==> src/verilog/ex_cfg.svh <==
`ifndef EX_CFG_SVH
`define EX_CFG_SVH

// Data path width of the RV32 core
`define XLEN 32

// Register file index width
`define REG_ADDR_W 5

// Shift-subtract iterations of the divider
`define DIV_CYCLES 32

// Result slots that MEM grants to EX
`define EX_CREDITS 2

// Counter wide enough to hold EX_CREDITS
`define CREDIT_W 2

`endif
==> src/verilog/ex_pkg.sv <==
`include "ex_cfg.svh"

package ex_pkg;

  // Data word and register index
  typedef logic [`XLEN-1:0] xlen_t;
  typedef logic [`REG_ADDR_W-1:0] reg_addr_t;

  // Instruction funct3 field
  typedef logic [2:0] funct3_t;

  // Free result slots in MEM
  typedef logic [`CREDIT_W-1:0] credit_t;

  // Operation class as decoded by ID
  typedef enum logic [2:0] {
    OP_REG,
    OP_IMM,
    OP_LUI,
    OP_AUIPC,
    OP_BRANCH,
    OP_JAL,
    OP_JALR,
    OP_MEXT
  } op_class_t;

  // Integer ALU functions
  typedef enum logic [3:0] {
    ADD,
    SUB,
    SLL,
    SLT,
    SLTU,
    XOR,
    SRL,
    SRA,
    OR,
    AND,
    PASS_B
  } alu_op_t;

  // Sequential divider states
  typedef enum logic [1:0] {
    IDLE,
    RUN,
    DONE
  } div_state_t;

  // Multi-cycle operation controller
  typedef enum logic {
    MC_IDLE,
    MC_EXEC
  } mc_state_t;

endpackage

==> src/verilog/ex_stage.sv <==
`timescale 1ns/100ps

`include "ex_cfg.svh"

module ex_stage
  import ex_pkg::*;
(
  input  logic      clk,
  input  logic      rst_n,
  input  logic      in_valid,
  input  op_class_t in_class,
  input  funct3_t   in_funct3,
  input  logic      in_funct7_b5,
  input  reg_addr_t in_rd,
  input  xlen_t     in_rs1_data,
  input  xlen_t     in_rs2_data,
  input  xlen_t     in_imm,
  input  xlen_t     in_pc,
  output logic      busy,
  output logic      out_valid,
  output reg_addr_t out_rd,
  output logic      out_reg_write,
  output xlen_t     out_result,
  output logic      out_trap,
  output logic      out_redirect,
  output xlen_t     out_target,
  input  logic      credit_return
);

  xlen_t alu_result;
  xlen_t link;
  xlen_t target;
  logic  take;
  logic  misalign;
  xlen_t m_result;
  logic  m_done;
  logic  mext_busy;
  logic  accept;
  logic  mext_start;

  // Every accepted M instruction starts the M unit
  assign mext_start = accept && (in_class == OP_MEXT);

  ex_alu alu_inst (
    .op_class  (in_class),
    .funct3    (in_funct3),
    .funct7_b5 (in_funct7_b5),
    .rs1_data  (in_rs1_data),
    .rs2_data  (in_rs2_data),
    .imm       (in_imm),
    .pc        (in_pc),
    .alu_result(alu_result)
  );

  ex_branch branch_inst (
    .op_class(in_class),
    .funct3  (in_funct3),
    .rs1_data(in_rs1_data),
    .imm     (in_imm),
    .pc      (in_pc),
    .rs2_data(in_rs2_data),
    .link    (link),
    .target  (target),
    .take    (take),
    .misalign(misalign)
  );

  ex_mext mext_inst (
    .clk     (clk),
    .rst_n   (rst_n),
    .start   (mext_start),
    .funct3  (in_funct3),
    .rs1_data(in_rs1_data),
    .rs2_data(in_rs2_data),
    .m_result(m_result),
    .m_done  (m_done),
    .busy    (mext_busy)
  );

  ex_mem_reg mem_reg_inst (
    .clk          (clk),
    .rst_n        (rst_n),
    .in_valid     (in_valid),
    .op_class     (in_class),
    .funct3       (in_funct3),
    .rd           (in_rd),
    .alu_result   (alu_result),
    .imm          (in_imm),
    .link         (link),
    .take         (take),
    .target       (target),
    .misalign     (misalign),
    .m_result     (m_result),
    .m_done       (m_done),
    .mext_busy    (mext_busy),
    .credit_return(credit_return),
    .accept       (accept),
    .busy         (busy),
    .out_valid    (out_valid),
    .out_rd       (out_rd),
    .out_reg_write(out_reg_write),
    .out_result   (out_result),
    .out_trap     (out_trap),
    .out_redirect (out_redirect),
    .out_target   (out_target)
  );

endmodule

==> src/verilog/ex_mem_reg.sv <==
`timescale 1ns/100ps

`include "ex_cfg.svh"

module ex_mem_reg
  import ex_pkg::*;
(
  input  logic      clk,
  input  logic      rst_n,
  input  logic      in_valid,
  input  op_class_t op_class,
  input  funct3_t   funct3,
  input  reg_addr_t rd,
  input  xlen_t     alu_result,
  input  xlen_t     imm,
  input  xlen_t     link,
  input  logic      take,
  input  xlen_t     target,
  input  logic      misalign,
  input  xlen_t     m_result,
  input  logic      m_done,
  input  logic      mext_busy,
  input  logic      credit_return,
  output logic      accept,
  output logic      busy,
  output logic      out_valid,
  output reg_addr_t out_rd,
  output logic      out_reg_write,
  output xlen_t     out_result,
  output logic      out_trap,
  output logic      out_redirect,
  output xlen_t     out_target
);

  credit_t   credits;
  logic      is_div;
  logic      div_pend;
  reg_addr_t pend_rd;
  xlen_t     sel_result;

  // No slot in MEM or divider occupied holds ID
  assign busy   = mext_busy || (credits == '0);
  assign accept = in_valid && !busy;

  assign is_div = (op_class == OP_MEXT) && funct3[2];

  // One credit per accepted instruction, one back per freed slot
  always_ff @(posedge clk) begin
    if (!rst_n) begin
      credits <= credit_t'(`EX_CREDITS);
    end else begin
      case ({accept, credit_return})
        2'b10:   credits <= credits - 1'b1;
        2'b01:   credits <= credits + 1'b1;
        default: credits <= credits;
      endcase
    end
  end

  // Writeback value by class
  always_comb begin
    case (op_class)
      OP_LUI:          sel_result = imm;
      OP_JAL, OP_JALR: sel_result = link;
      OP_MEXT:         sel_result = m_result;
      OP_BRANCH:       sel_result = '0;
      default:         sel_result = alu_result;
    endcase
  end

  // Output register, divides complete later on m_done
  always_ff @(posedge clk) begin
    if (!rst_n) begin
      div_pend      <= 1'b0;
      out_valid     <= 1'b0;
      out_reg_write <= 1'b0;
      out_trap      <= 1'b0;
      out_redirect  <= 1'b0;
    end else if (accept && is_div) begin
      div_pend  <= 1'b1;
      out_valid <= 1'b0;
      out_reg_write <= 1'b0;
      out_trap      <= 1'b0;
      out_redirect  <= 1'b0;
    end else if (accept) begin
      out_valid     <= 1'b1;
      // Trapped jumps and branches never write
      out_reg_write <= (op_class != OP_BRANCH) && (rd != '0) && !misalign;
      out_trap      <= misalign;
      out_redirect  <= take && !misalign;
    end else if (m_done && div_pend) begin
      div_pend      <= 1'b0;
      out_valid     <= 1'b1;
      out_reg_write <= (pend_rd != '0);
      out_trap      <= 1'b0;
      out_redirect  <= 1'b0;
    end else begin
      out_valid     <= 1'b0;
      out_reg_write <= 1'b0;
      out_trap      <= 1'b0;
      out_redirect  <= 1'b0;
    end
  end

  // Payload of the result
  always_ff @(posedge clk) begin
    if (accept && is_div) begin
      pend_rd <= rd;
    end else if (accept) begin
      out_rd     <= rd;
      out_result <= sel_result;
      out_target <= target;
    end else if (m_done && div_pend) begin
      out_rd     <= pend_rd;
      out_result <= m_result;
    end
  end

endmodule

==> src/verilog/ex_mext.sv <==
`timescale 1ns/100ps

`include "ex_cfg.svh"

module ex_mext
  import ex_pkg::*;
(
  input  logic    clk,
  input  logic    rst_n,
  input  logic    start,
  input  funct3_t funct3,
  input  xlen_t   rs1_data,
  input  xlen_t   rs2_data,
  output xlen_t   m_result,
  output logic    m_done,
  output logic    busy
);

  mc_state_t mc_state;
  logic      div_start;
  logic      div_done;
  xlen_t     div_result;
  xlen_t     product;

  // Low word of the product is sign independent
  assign product = xlen_t'(rs1_data * rs2_data);

  // Divide group has funct3 bit 2 set
  assign div_start = start && funct3[2] && (mc_state == MC_IDLE);

  // Stay in EXEC until the divider reports its result
  always_ff @(posedge clk) begin
    if (!rst_n) begin
      mc_state <= MC_IDLE;
    end else begin
      case (mc_state)
        MC_IDLE: if (div_start) mc_state <= MC_EXEC;
        MC_EXEC: if (div_done) mc_state <= MC_IDLE;
        default: mc_state <= MC_IDLE;
      endcase
    end
  end

  assign busy   = (mc_state == MC_EXEC);
  assign m_done = div_done;

  // ID may already present the next instruction, so select by state
  assign m_result = busy ? div_result : product;

  // DIV and REM are signed, DIVU and REMU are not
  ex_div div_inst (
    .clk      (clk),
    .rst_n    (rst_n),
    .start    (div_start),
    .is_signed(!funct3[0]),
    .want_rem (funct3[1]),
    .dividend (rs1_data),
    .divisor  (rs2_data),
    .done     (div_done),
    .result   (div_result)
  );

endmodule

==> src/verilog/ex_div.sv <==
`timescale 1ns/100ps

`include "ex_cfg.svh"

module ex_div
  import ex_pkg::*;
(
  input  logic  clk,
  input  logic  rst_n,
  input  logic  start,
  input  logic  is_signed,
  input  logic  want_rem,
  input  xlen_t dividend,
  input  xlen_t divisor,
  output logic  done,
  output xlen_t result
);

  div_state_t                    state;
  logic [$clog2(`DIV_CYCLES)-1:0] step;
  xlen_t                         quo;
  xlen_t                         rem;
  xlen_t                         divs;
  xlen_t                         dvd_orig;
  logic                          neg_q;
  logic                          neg_r;
  logic                          by_zero;
  logic                          ovf;
  logic                          rem_sel;
  logic [`XLEN:0]                rem_shift;
  logic [`XLEN:0]                trial;

  // Next partial remainder with the next dividend bit shifted in
  assign rem_shift = {rem, quo[`XLEN-1]};
  assign trial     = rem_shift - {1'b0, divs};

  // Control state
  always_ff @(posedge clk) begin
    if (!rst_n) begin
      state <= IDLE;
      step  <= '0;
    end else begin
      case (state)
        IDLE: begin
          if (start) begin
            state <= RUN;
            step  <= '0;
          end
        end
        RUN: begin
          step <= step + 1'b1;
          if (step == ($clog2(`DIV_CYCLES))'(`DIV_CYCLES - 1)) state <= DONE;
        end
        default: state <= IDLE;
      endcase
    end
  end

  // Operands as magnitudes, signs and special cases kept aside
  always_ff @(posedge clk) begin
    if (state == IDLE && start) begin
      quo      <= (is_signed && dividend[`XLEN-1]) ? -dividend : dividend;
      divs     <= (is_signed && divisor[`XLEN-1]) ? -divisor : divisor;
      rem      <= '0;
      dvd_orig <= dividend;
      neg_q    <= is_signed && (dividend[`XLEN-1] ^ divisor[`XLEN-1]);
      neg_r    <= is_signed && dividend[`XLEN-1];
      by_zero  <= (divisor == '0);
      ovf      <= is_signed && (dividend == {1'b1, {(`XLEN-1){1'b0}}}) && (divisor == '1);
      rem_sel  <= want_rem;
    end else if (state == RUN) begin
      // Restoring step, keep the difference only when it is not negative
      if (!trial[`XLEN]) begin
        rem <= trial[`XLEN-1:0];
        quo <= {quo[`XLEN-2:0], 1'b1};
      end else begin
        rem <= rem_shift[`XLEN-1:0];
        quo <= {quo[`XLEN-2:0], 1'b0};
      end
    end
  end

  assign done = (state == DONE);

  // Sign fix and RISC-V special cases
  always_comb begin
    if (by_zero) begin
      result = rem_sel ? dvd_orig : '1;
    end else if (ovf) begin
      result = rem_sel ? '0 : dvd_orig;
    end else if (rem_sel) begin
      result = neg_r ? -rem : rem;
    end else begin
      result = neg_q ? -quo : quo;
    end
  end

endmodule

==> src/verilog/ex_branch.sv <==
`timescale 1ns/100ps

`include "ex_cfg.svh"

module ex_branch
  import ex_pkg::*;
(
  input  op_class_t op_class,
  input  funct3_t   funct3,
  input  xlen_t     rs1_data,
  input  xlen_t     imm,
  input  xlen_t     pc,
  input  xlen_t     rs2_data,
  output xlen_t     link,
  output xlen_t     target,
  output logic      take,
  output logic      misalign
);

  logic  cond;
  logic  is_eq;
  logic  is_lt;
  logic  is_ltu;
  xlen_t pc_rel;
  xlen_t reg_ind;

  // Shared comparator results
  assign is_eq  = (rs1_data == rs2_data);
  assign is_lt  = ($signed(rs1_data) < $signed(rs2_data));
  assign is_ltu = (rs1_data < rs2_data);

  // Branch condition by funct3
  always_comb begin
    case (funct3)
      3'b000:  cond = is_eq;
      3'b001:  cond = !is_eq;
      3'b100:  cond = is_lt;
      3'b101:  cond = !is_lt;
      3'b110:  cond = is_ltu;
      3'b111:  cond = !is_ltu;
      // Reserved encodings never branch
      default: cond = 1'b0;
    endcase
  end

  // Dedicated adders for both target forms
  assign pc_rel  = pc + imm;
  assign reg_ind = rs1_data + imm;

  // JALR clears bit 0 of its target
  assign target = (op_class == OP_JALR) ? {reg_ind[`XLEN-1:1], 1'b0} : pc_rel;

  // Return address of JAL and JALR
  assign link = pc + xlen_t'(4);

  // Any jump or a taken branch changes the flow
  always_comb begin
    case (op_class)
      OP_BRANCH:        take = cond;
      OP_JAL, OP_JALR:  take = 1'b1;
      default:          take = 1'b0;
    endcase
  end

  // Targets must be word aligned without the C extension
  assign misalign = take && (|target[1:0]);

endmodule

==> src/verilog/ex_alu.sv <==
`timescale 1ns/100ps

`include "ex_cfg.svh"

module ex_alu
  import ex_pkg::*;
(
  input  op_class_t op_class,
  input  funct3_t   funct3,
  input  logic      funct7_b5,
  input  xlen_t     rs1_data,
  input  xlen_t     rs2_data,
  input  xlen_t     imm,
  input  xlen_t     pc,
  output xlen_t     alu_result
);

  alu_op_t                    alu_op;
  xlen_t                      op_a;
  xlen_t                      op_b;
  logic [$clog2(`XLEN)-1:0]   shamt;

  // Operation decode from class and funct fields
  always_comb begin
    alu_op = ADD;
    if (op_class == OP_REG || op_class == OP_IMM) begin
      case (funct3)
        // Subtract exists only in the register form
        3'b000: alu_op = (op_class == OP_REG && funct7_b5) ? SUB : ADD;
        3'b001: alu_op = SLL;
        3'b010: alu_op = SLT;
        3'b011: alu_op = SLTU;
        3'b100: alu_op = XOR;
        // Immediate shifts carry bit 30 in imm as well
        3'b101: alu_op = funct7_b5 ? SRA : SRL;
        3'b110: alu_op = OR;
        default: alu_op = AND;
      endcase
    end
  end

  // Operand A is pc for AUIPC
  always_comb begin
    case (op_class)
      OP_AUIPC: op_a = pc;
      default:  op_a = rs1_data;
    endcase
  end

  // Operand B is rs2 for the register form, immediate otherwise
  always_comb begin
    case (op_class)
      OP_REG:  op_b = rs2_data;
      default: op_b = imm;
    endcase
  end

  // Shift amount from the low bits of operand B
  assign shamt = op_b[$clog2(`XLEN)-1:0];

  always_comb begin
    case (alu_op)
      SUB:    alu_result = op_a - op_b;
      SLL:    alu_result = op_a << shamt;
      SLT:    alu_result = xlen_t'($signed(op_a) < $signed(op_b));
      SLTU:   alu_result = xlen_t'(op_a < op_b);
      XOR:    alu_result = op_a ^ op_b;
      SRL:    alu_result = op_a >> shamt;
      SRA:    alu_result = xlen_t'($signed(op_a) >>> shamt);
      OR:     alu_result = op_a | op_b;
      AND:    alu_result = op_a & op_b;
      default: alu_result = op_a + op_b;
    endcase
  end

endmodule

==> config.mk <==
export PLATFORM = sky130hd
export DESIGN_NAME = ex_stage
export DESIGN_NICKNAME = d
export VERILOG_FILES = /design/src/verilog/ex_pkg.sv /design/src/verilog/ex_stage.sv /design/src/verilog/ex_mem_reg.sv /design/src/verilog/ex_mext.sv /design/src/verilog/ex_div.sv /design/src/verilog/ex_branch.sv /design/src/verilog/ex_alu.sv
export VERILOG_INCLUDE_DIRS = /design/src /design/src/verilog
export SDC_FILE = /design/constraint.sdc
export NUM_CORES = 2
export LEC_CHECK = 0
export BUFFER_PORTS_ARGS = -buffer_cell sky130_fd_sc_hd__buf_2
export CORE_ASPECT_RATIO = 2
export CORE_MARGIN = 3
export CORE_UTILIZATION = 50
export CTS_BUF_LIST = sky130_fd_sc_hd__clkbuf_4 sky130_fd_sc_hd__clkbuf_8
export DETAILED_ROUTE_END_ITERATION = 12
export GPL_TIMING_DRIVEN = 1
export MAX_ROUTING_LAYER = met4
export PLACE_DENSITY_LB_ADDON = 0.3
export RECOVER_POWER = 50
export SYNTH_ARGS = -nofsm -noshare
export SYNTH_HDL_FRONTEND = slang
export SYNTH_HIERARCHICAL = 1
export SYNTH_SLANG_ARGS = --single-unit
export TNS_END_PERCENT = 5
==> constraint.sdc <==
create_clock -name clk -period 10.6 [get_ports clk]
set_input_delay 2.12 -clock clk [delete_from_list [all_inputs] [get_ports clk]]
set_output_delay 2.12 -clock clk [all_outputs]
set_load 0.005 [all_outputs]
==> results.tsv <==
metric	value	unit
outcome	finished with violations	
failing checks	max-capacitance violations, max-slew violations	
Total Routing Usage GR	52.66	%
unrepaired setup endpoints after global routing	no	
ys async rst share	0	%
Distinct cells, synth	121	
endpoint of the worst hold path	mext_inst/div_inst/step[4]	
TritonCTS Buffers	35	
Yosys Warn Count	6	
Total Die Area	94050	µm²
Die Wd	218.4	µm
IO buf count	217	
Syn Std Cell Area	45090	µm²
final slew viol count	712	
reg-to-reg critical path endpoint	mem_reg_inst/out_result[17]	
routed via count	46240	
final worst path period need	9.917	ns
final critical-path share of the clock period	93.56	%
grt total ovfl	0	
final setup fails	0	
mean routed wirelength per cell	35.32	µm
CP Capture Type	flip-flop	
Rel. slew slack	-110.1	%
average footprint of a synthesized cell	8.236	µm²
area growth from synthesis to layout	7.289	%
highest net fanout along the worst path	15	
number of flops mapped to enable cells by yosys	175	
Final Net Count	6507	
worst slew pin tran	3.151	ns
Die H	430.7	µm
Worst Clk Skew	0.1066	ns
I/O pin count	218	
share of final-layout standard cells stronger than drive strength 1	8.452	%
Core Box Area	89400	µm²
H-tree depth	2	
count of clock tree sinks	222	
Crit path required time	11.16	ns
DRC violations left	0	
via count of the first global-routing pass	47030	
DPL Wire Length	192400	µm
number of failing hold endpoints at the final stage	0	
Initial Utilization	50.44	%
part of the Yosys area used for sequential elements	13.74	%
antenna violations before repair	42	
synthesized flop and latch total	222	
clock latency on the worst-skew pair	0.69	ns
R2R cell count	5	
# Post-CTS Setup Buffers	0	
largest buffer count on any clock path	3	
Worst Slack Setup Final	0.6827	ns
element type at the critical path start	primary input	
CTS tree	yes	
clock-pin transition on the worst setup and hold timing paths	0.08	ns
highest clock rate	100.8	MHz
first-pass GRT wire length	341200	µm
Worst Hold Path Cells	2	
startpoint of the most critical hold path	mext_inst/div_inst/step[4]	
total of cells resized after clock tree synthesis	0	
net count after synthesis	6386	
Cells after Synth	5475	
r2r startpoint	mext_inst/busy	
final instance area	48380	µm²
crit path kind	in -> reg	
floorplan row count	155	
Worst Setup Slack post-DPL	0.7599	ns
arrival time of data at the critical path endpoint	10.48	ns
Total Neg Setup Slack	0	ns
area after detailed placement	47690	µm²
number of hold buffers added after cts	0	
flop2flop setup slack	5.54	ns
Max Cap Viol	27	
average vias per placed instance	6.757	
path type of the worst min-delay path	reg -> reg	
most used flip-flop cell after synthesis	sky130_fd_sc_hd__edfxtp_1	
residual antenna-violating net count after detailed routing	0	
detailed router's first-iteration violation count	5069	
final WL	241700	µm
number of optimization iterations in the first detailed-route pass	9	
pin count of the biggest net entering global routing	73	
Clk Tree Root Cell	sky130_fd_sc_hd__clkbuf_8	
final weighted congestion in routability-driven placement	1.132	
## cells in the final DEF, fill, tap and decap left out, types with 175 or more instances in the layout
cell / netlist / routed
sky130_fd_sc_hd__a21oi_1: 351 / 350
sky130_fd_sc_hd__and2_1: 340 / 338
sky130_fd_sc_hd__edfxtp_1: 175 / 175
sky130_fd_sc_hd__fa_1: 413 / 413
sky130_fd_sc_hd__ha_1: 354 / 354
sky130_fd_sc_hd__inv_1: 582 / 583
sky130_fd_sc_hd__mux2i_1: 202 / 200
sky130_fd_sc_hd__nand2_1: 630 / 629
sky130_fd_sc_hd__nor2_1: 255 / 255
sky130_fd_sc_hd__o21ai_0: 273 / 271
sky130_fd_sc_hd__xnor2_1: 187 / 187
## metal layers
| metal | vias to the layer above | wire [µm] | global-route usage [%] |
|---|---|---|---|
| met5 | - | 0 | - |
| met3 | 1602 | 22020 | 16.87 |
| met1 | 22470 | 68980 | 45.73 |
| met4 | 0 | 38500 | 60.05 |
| li1 | 19220 | - | - |
| met2 | 2952 | 112200 | 83.25 |
## worst max-delay path by stage
stage / startpoint / endpoint / slack, ns / depth (start not counted)
3_3_place_gp: in_rs2_data[5] / mem_reg_inst/out_result[28] / 0.81 / 24
4_1_cts: in_rs2_data[5] / mem_reg_inst/out_result[28] / 1.37 / 24
2_1_floorplan: in_rs2_data[3] / mem_reg_inst/out_result[29] / 1.80 / 26
6_report: in_rs1_data[17] / mem_reg_inst/out_result[31] / 0.68 / 20
5_1_grt: in_rs1_data[7] / mem_reg_inst/out_result[28] / 0.65 / 25
3_5_place_dp: in_rs2_data[5] / mem_reg_inst/out_result[28] / 0.76 / 24
## through the flow
stage / hold WS [ns] / utilization [%] / std cells
floorplan: 0.4587 / - / 5475
global placement: 0.4675 / 53.34 / 6732
detailed placement: 0.4780 / 53.34 / 6732
CTS: 0.4878 / 54.14 / 6793
global route: 0.5240 / 54.10 / 6839
finish: 0.4861 / 54.12 / 6843
## worst max-delay path, stage by stage
cell                       delay, ns
sky130_fd_sc_hd__buf_2          0.23
sky130_fd_sc_hd__clkbuf_1       1.24
sky130_fd_sc_hd__and2_1         0.29
sky130_fd_sc_hd__fa_1           0.46
sky130_fd_sc_hd__fa_1           0.71
sky130_fd_sc_hd__inv_1          0.11
sky130_fd_sc_hd__fa_1           0.51
sky130_fd_sc_hd__fa_1           0.52
sky130_fd_sc_hd__inv_1          0.06
sky130_fd_sc_hd__fa_1           0.54
sky130_fd_sc_hd__fa_1           0.43
sky130_fd_sc_hd__fa_1           0.53
sky130_fd_sc_hd__fa_1           0.43
sky130_fd_sc_hd__ha_1           0.36
sky130_fd_sc_hd__nor2_1         0.39
sky130_fd_sc_hd__o311a_4        0.44
sky130_fd_sc_hd__nor3_2         0.10
sky130_fd_sc_hd__o31a_1         0.29
sky130_fd_sc_hd__o31ai_1        0.45
sky130_fd_sc_hd__o22a_1         0.23
## cells in the mapped netlist, types with 22 or more instances
cell type	count	area, µm²
sky130_fd_sc_hd__o221ai_1	43	376.6
sky130_fd_sc_hd__o211ai_1	72	540.5
sky130_fd_sc_hd__nand2_1	630	2365
sky130_fd_sc_hd__buf_2	37	185.2
sky130_fd_sc_hd__edfxtp_1	175	5255
sky130_fd_sc_hd__a211oi_1	61	457.9
sky130_fd_sc_hd__a21o_1	91	683.2
sky130_fd_sc_hd__or4_1	27	202.7
sky130_fd_sc_hd__o31ai_1	41	307.8
sky130_fd_sc_hd__xor2_1	132	1156
sky130_fd_sc_hd__o22a_1	37	324.1
sky130_fd_sc_hd__o21ai_1	36	180.2
sky130_fd_sc_hd__or3_1	30	187.7
sky130_fd_sc_hd__and2_1	340	2127
sky130_fd_sc_hd__dfxtp_1	47	940.9
sky130_fd_sc_hd__clkbuf_1	228	855.8
sky130_fd_sc_hd__nand3_1	95	475.5
sky130_fd_sc_hd__nor2b_1	29	181.4
sky130_fd_sc_hd__nor3_1	58	290.3
sky130_fd_sc_hd__mux2i_1	202	2022
sky130_fd_sc_hd__nand4_1	40	250.2
sky130_fd_sc_hd__xnor2_1	187	1638
sky130_fd_sc_hd__o21a_1	35	262.8
sky130_fd_sc_hd__a31oi_1	30	187.7
sky130_fd_sc_hd__o41ai_1	22	192.7
sky130_fd_sc_hd__nor2_1	255	957.2
sky130_fd_sc_hd__fa_1	413	8268
sky130_fd_sc_hd__o21ai_0	273	1366
sky130_fd_sc_hd__inv_1	582	2185
sky130_fd_sc_hd__nand2b_1	40	250.2
sky130_fd_sc_hd__mux2_2	42	473.0
sky130_fd_sc_hd__a21oi_1	351	1757
sky130_fd_sc_hd__ha_1	354	4429
sky130_fd_sc_hd__and3_1	46	287.8
sky130_fd_sc_hd__o21bai_1	23	172.7
## cell type report
class,instances,area [µm²]
clock inverters,17,146.4
fillers,8742,41020
diodes,46,115.1
well taps,1177,1473
flip-flops and latches,222,6196
repair buffers,389,2233
inverters,590,2216
multi-input cells,4358,35430
clock buffers,44,568.0
## registers in the layout, summed over array words and instances (netlist names), 2 cells and up
signal and cells:
mem_reg_inst/credits 2, mem_reg_inst/out_rd 5, mem_reg_inst/out_result 32, mem_reg_inst/out_target 32, mem_reg_inst/pend_rd 5, mext_inst/div_inst/divs 32
mext_inst/div_inst/dvd_orig 32, mext_inst/div_inst/quo 32, mext_inst/div_inst/rem 32, mext_inst/div_inst/state 2, mext_inst/div_inst/step 5
## kinds of logic after synthesis
logic type,Yosys count,share of synthesized area [%]
muxes,254,5.910
xor gates and xnor gates,320,6.246
buffers and inverters,895,7.899
and+or+nand+nor,1685,18.47
adders and majority gates,767,28.16
DFF,222,13.74
AOI/OAI and AO/OA,1332,19.57
Power is not shown: default switching activity piles up to over one toggle a cycle in this logic, so the estimate is an artifact.
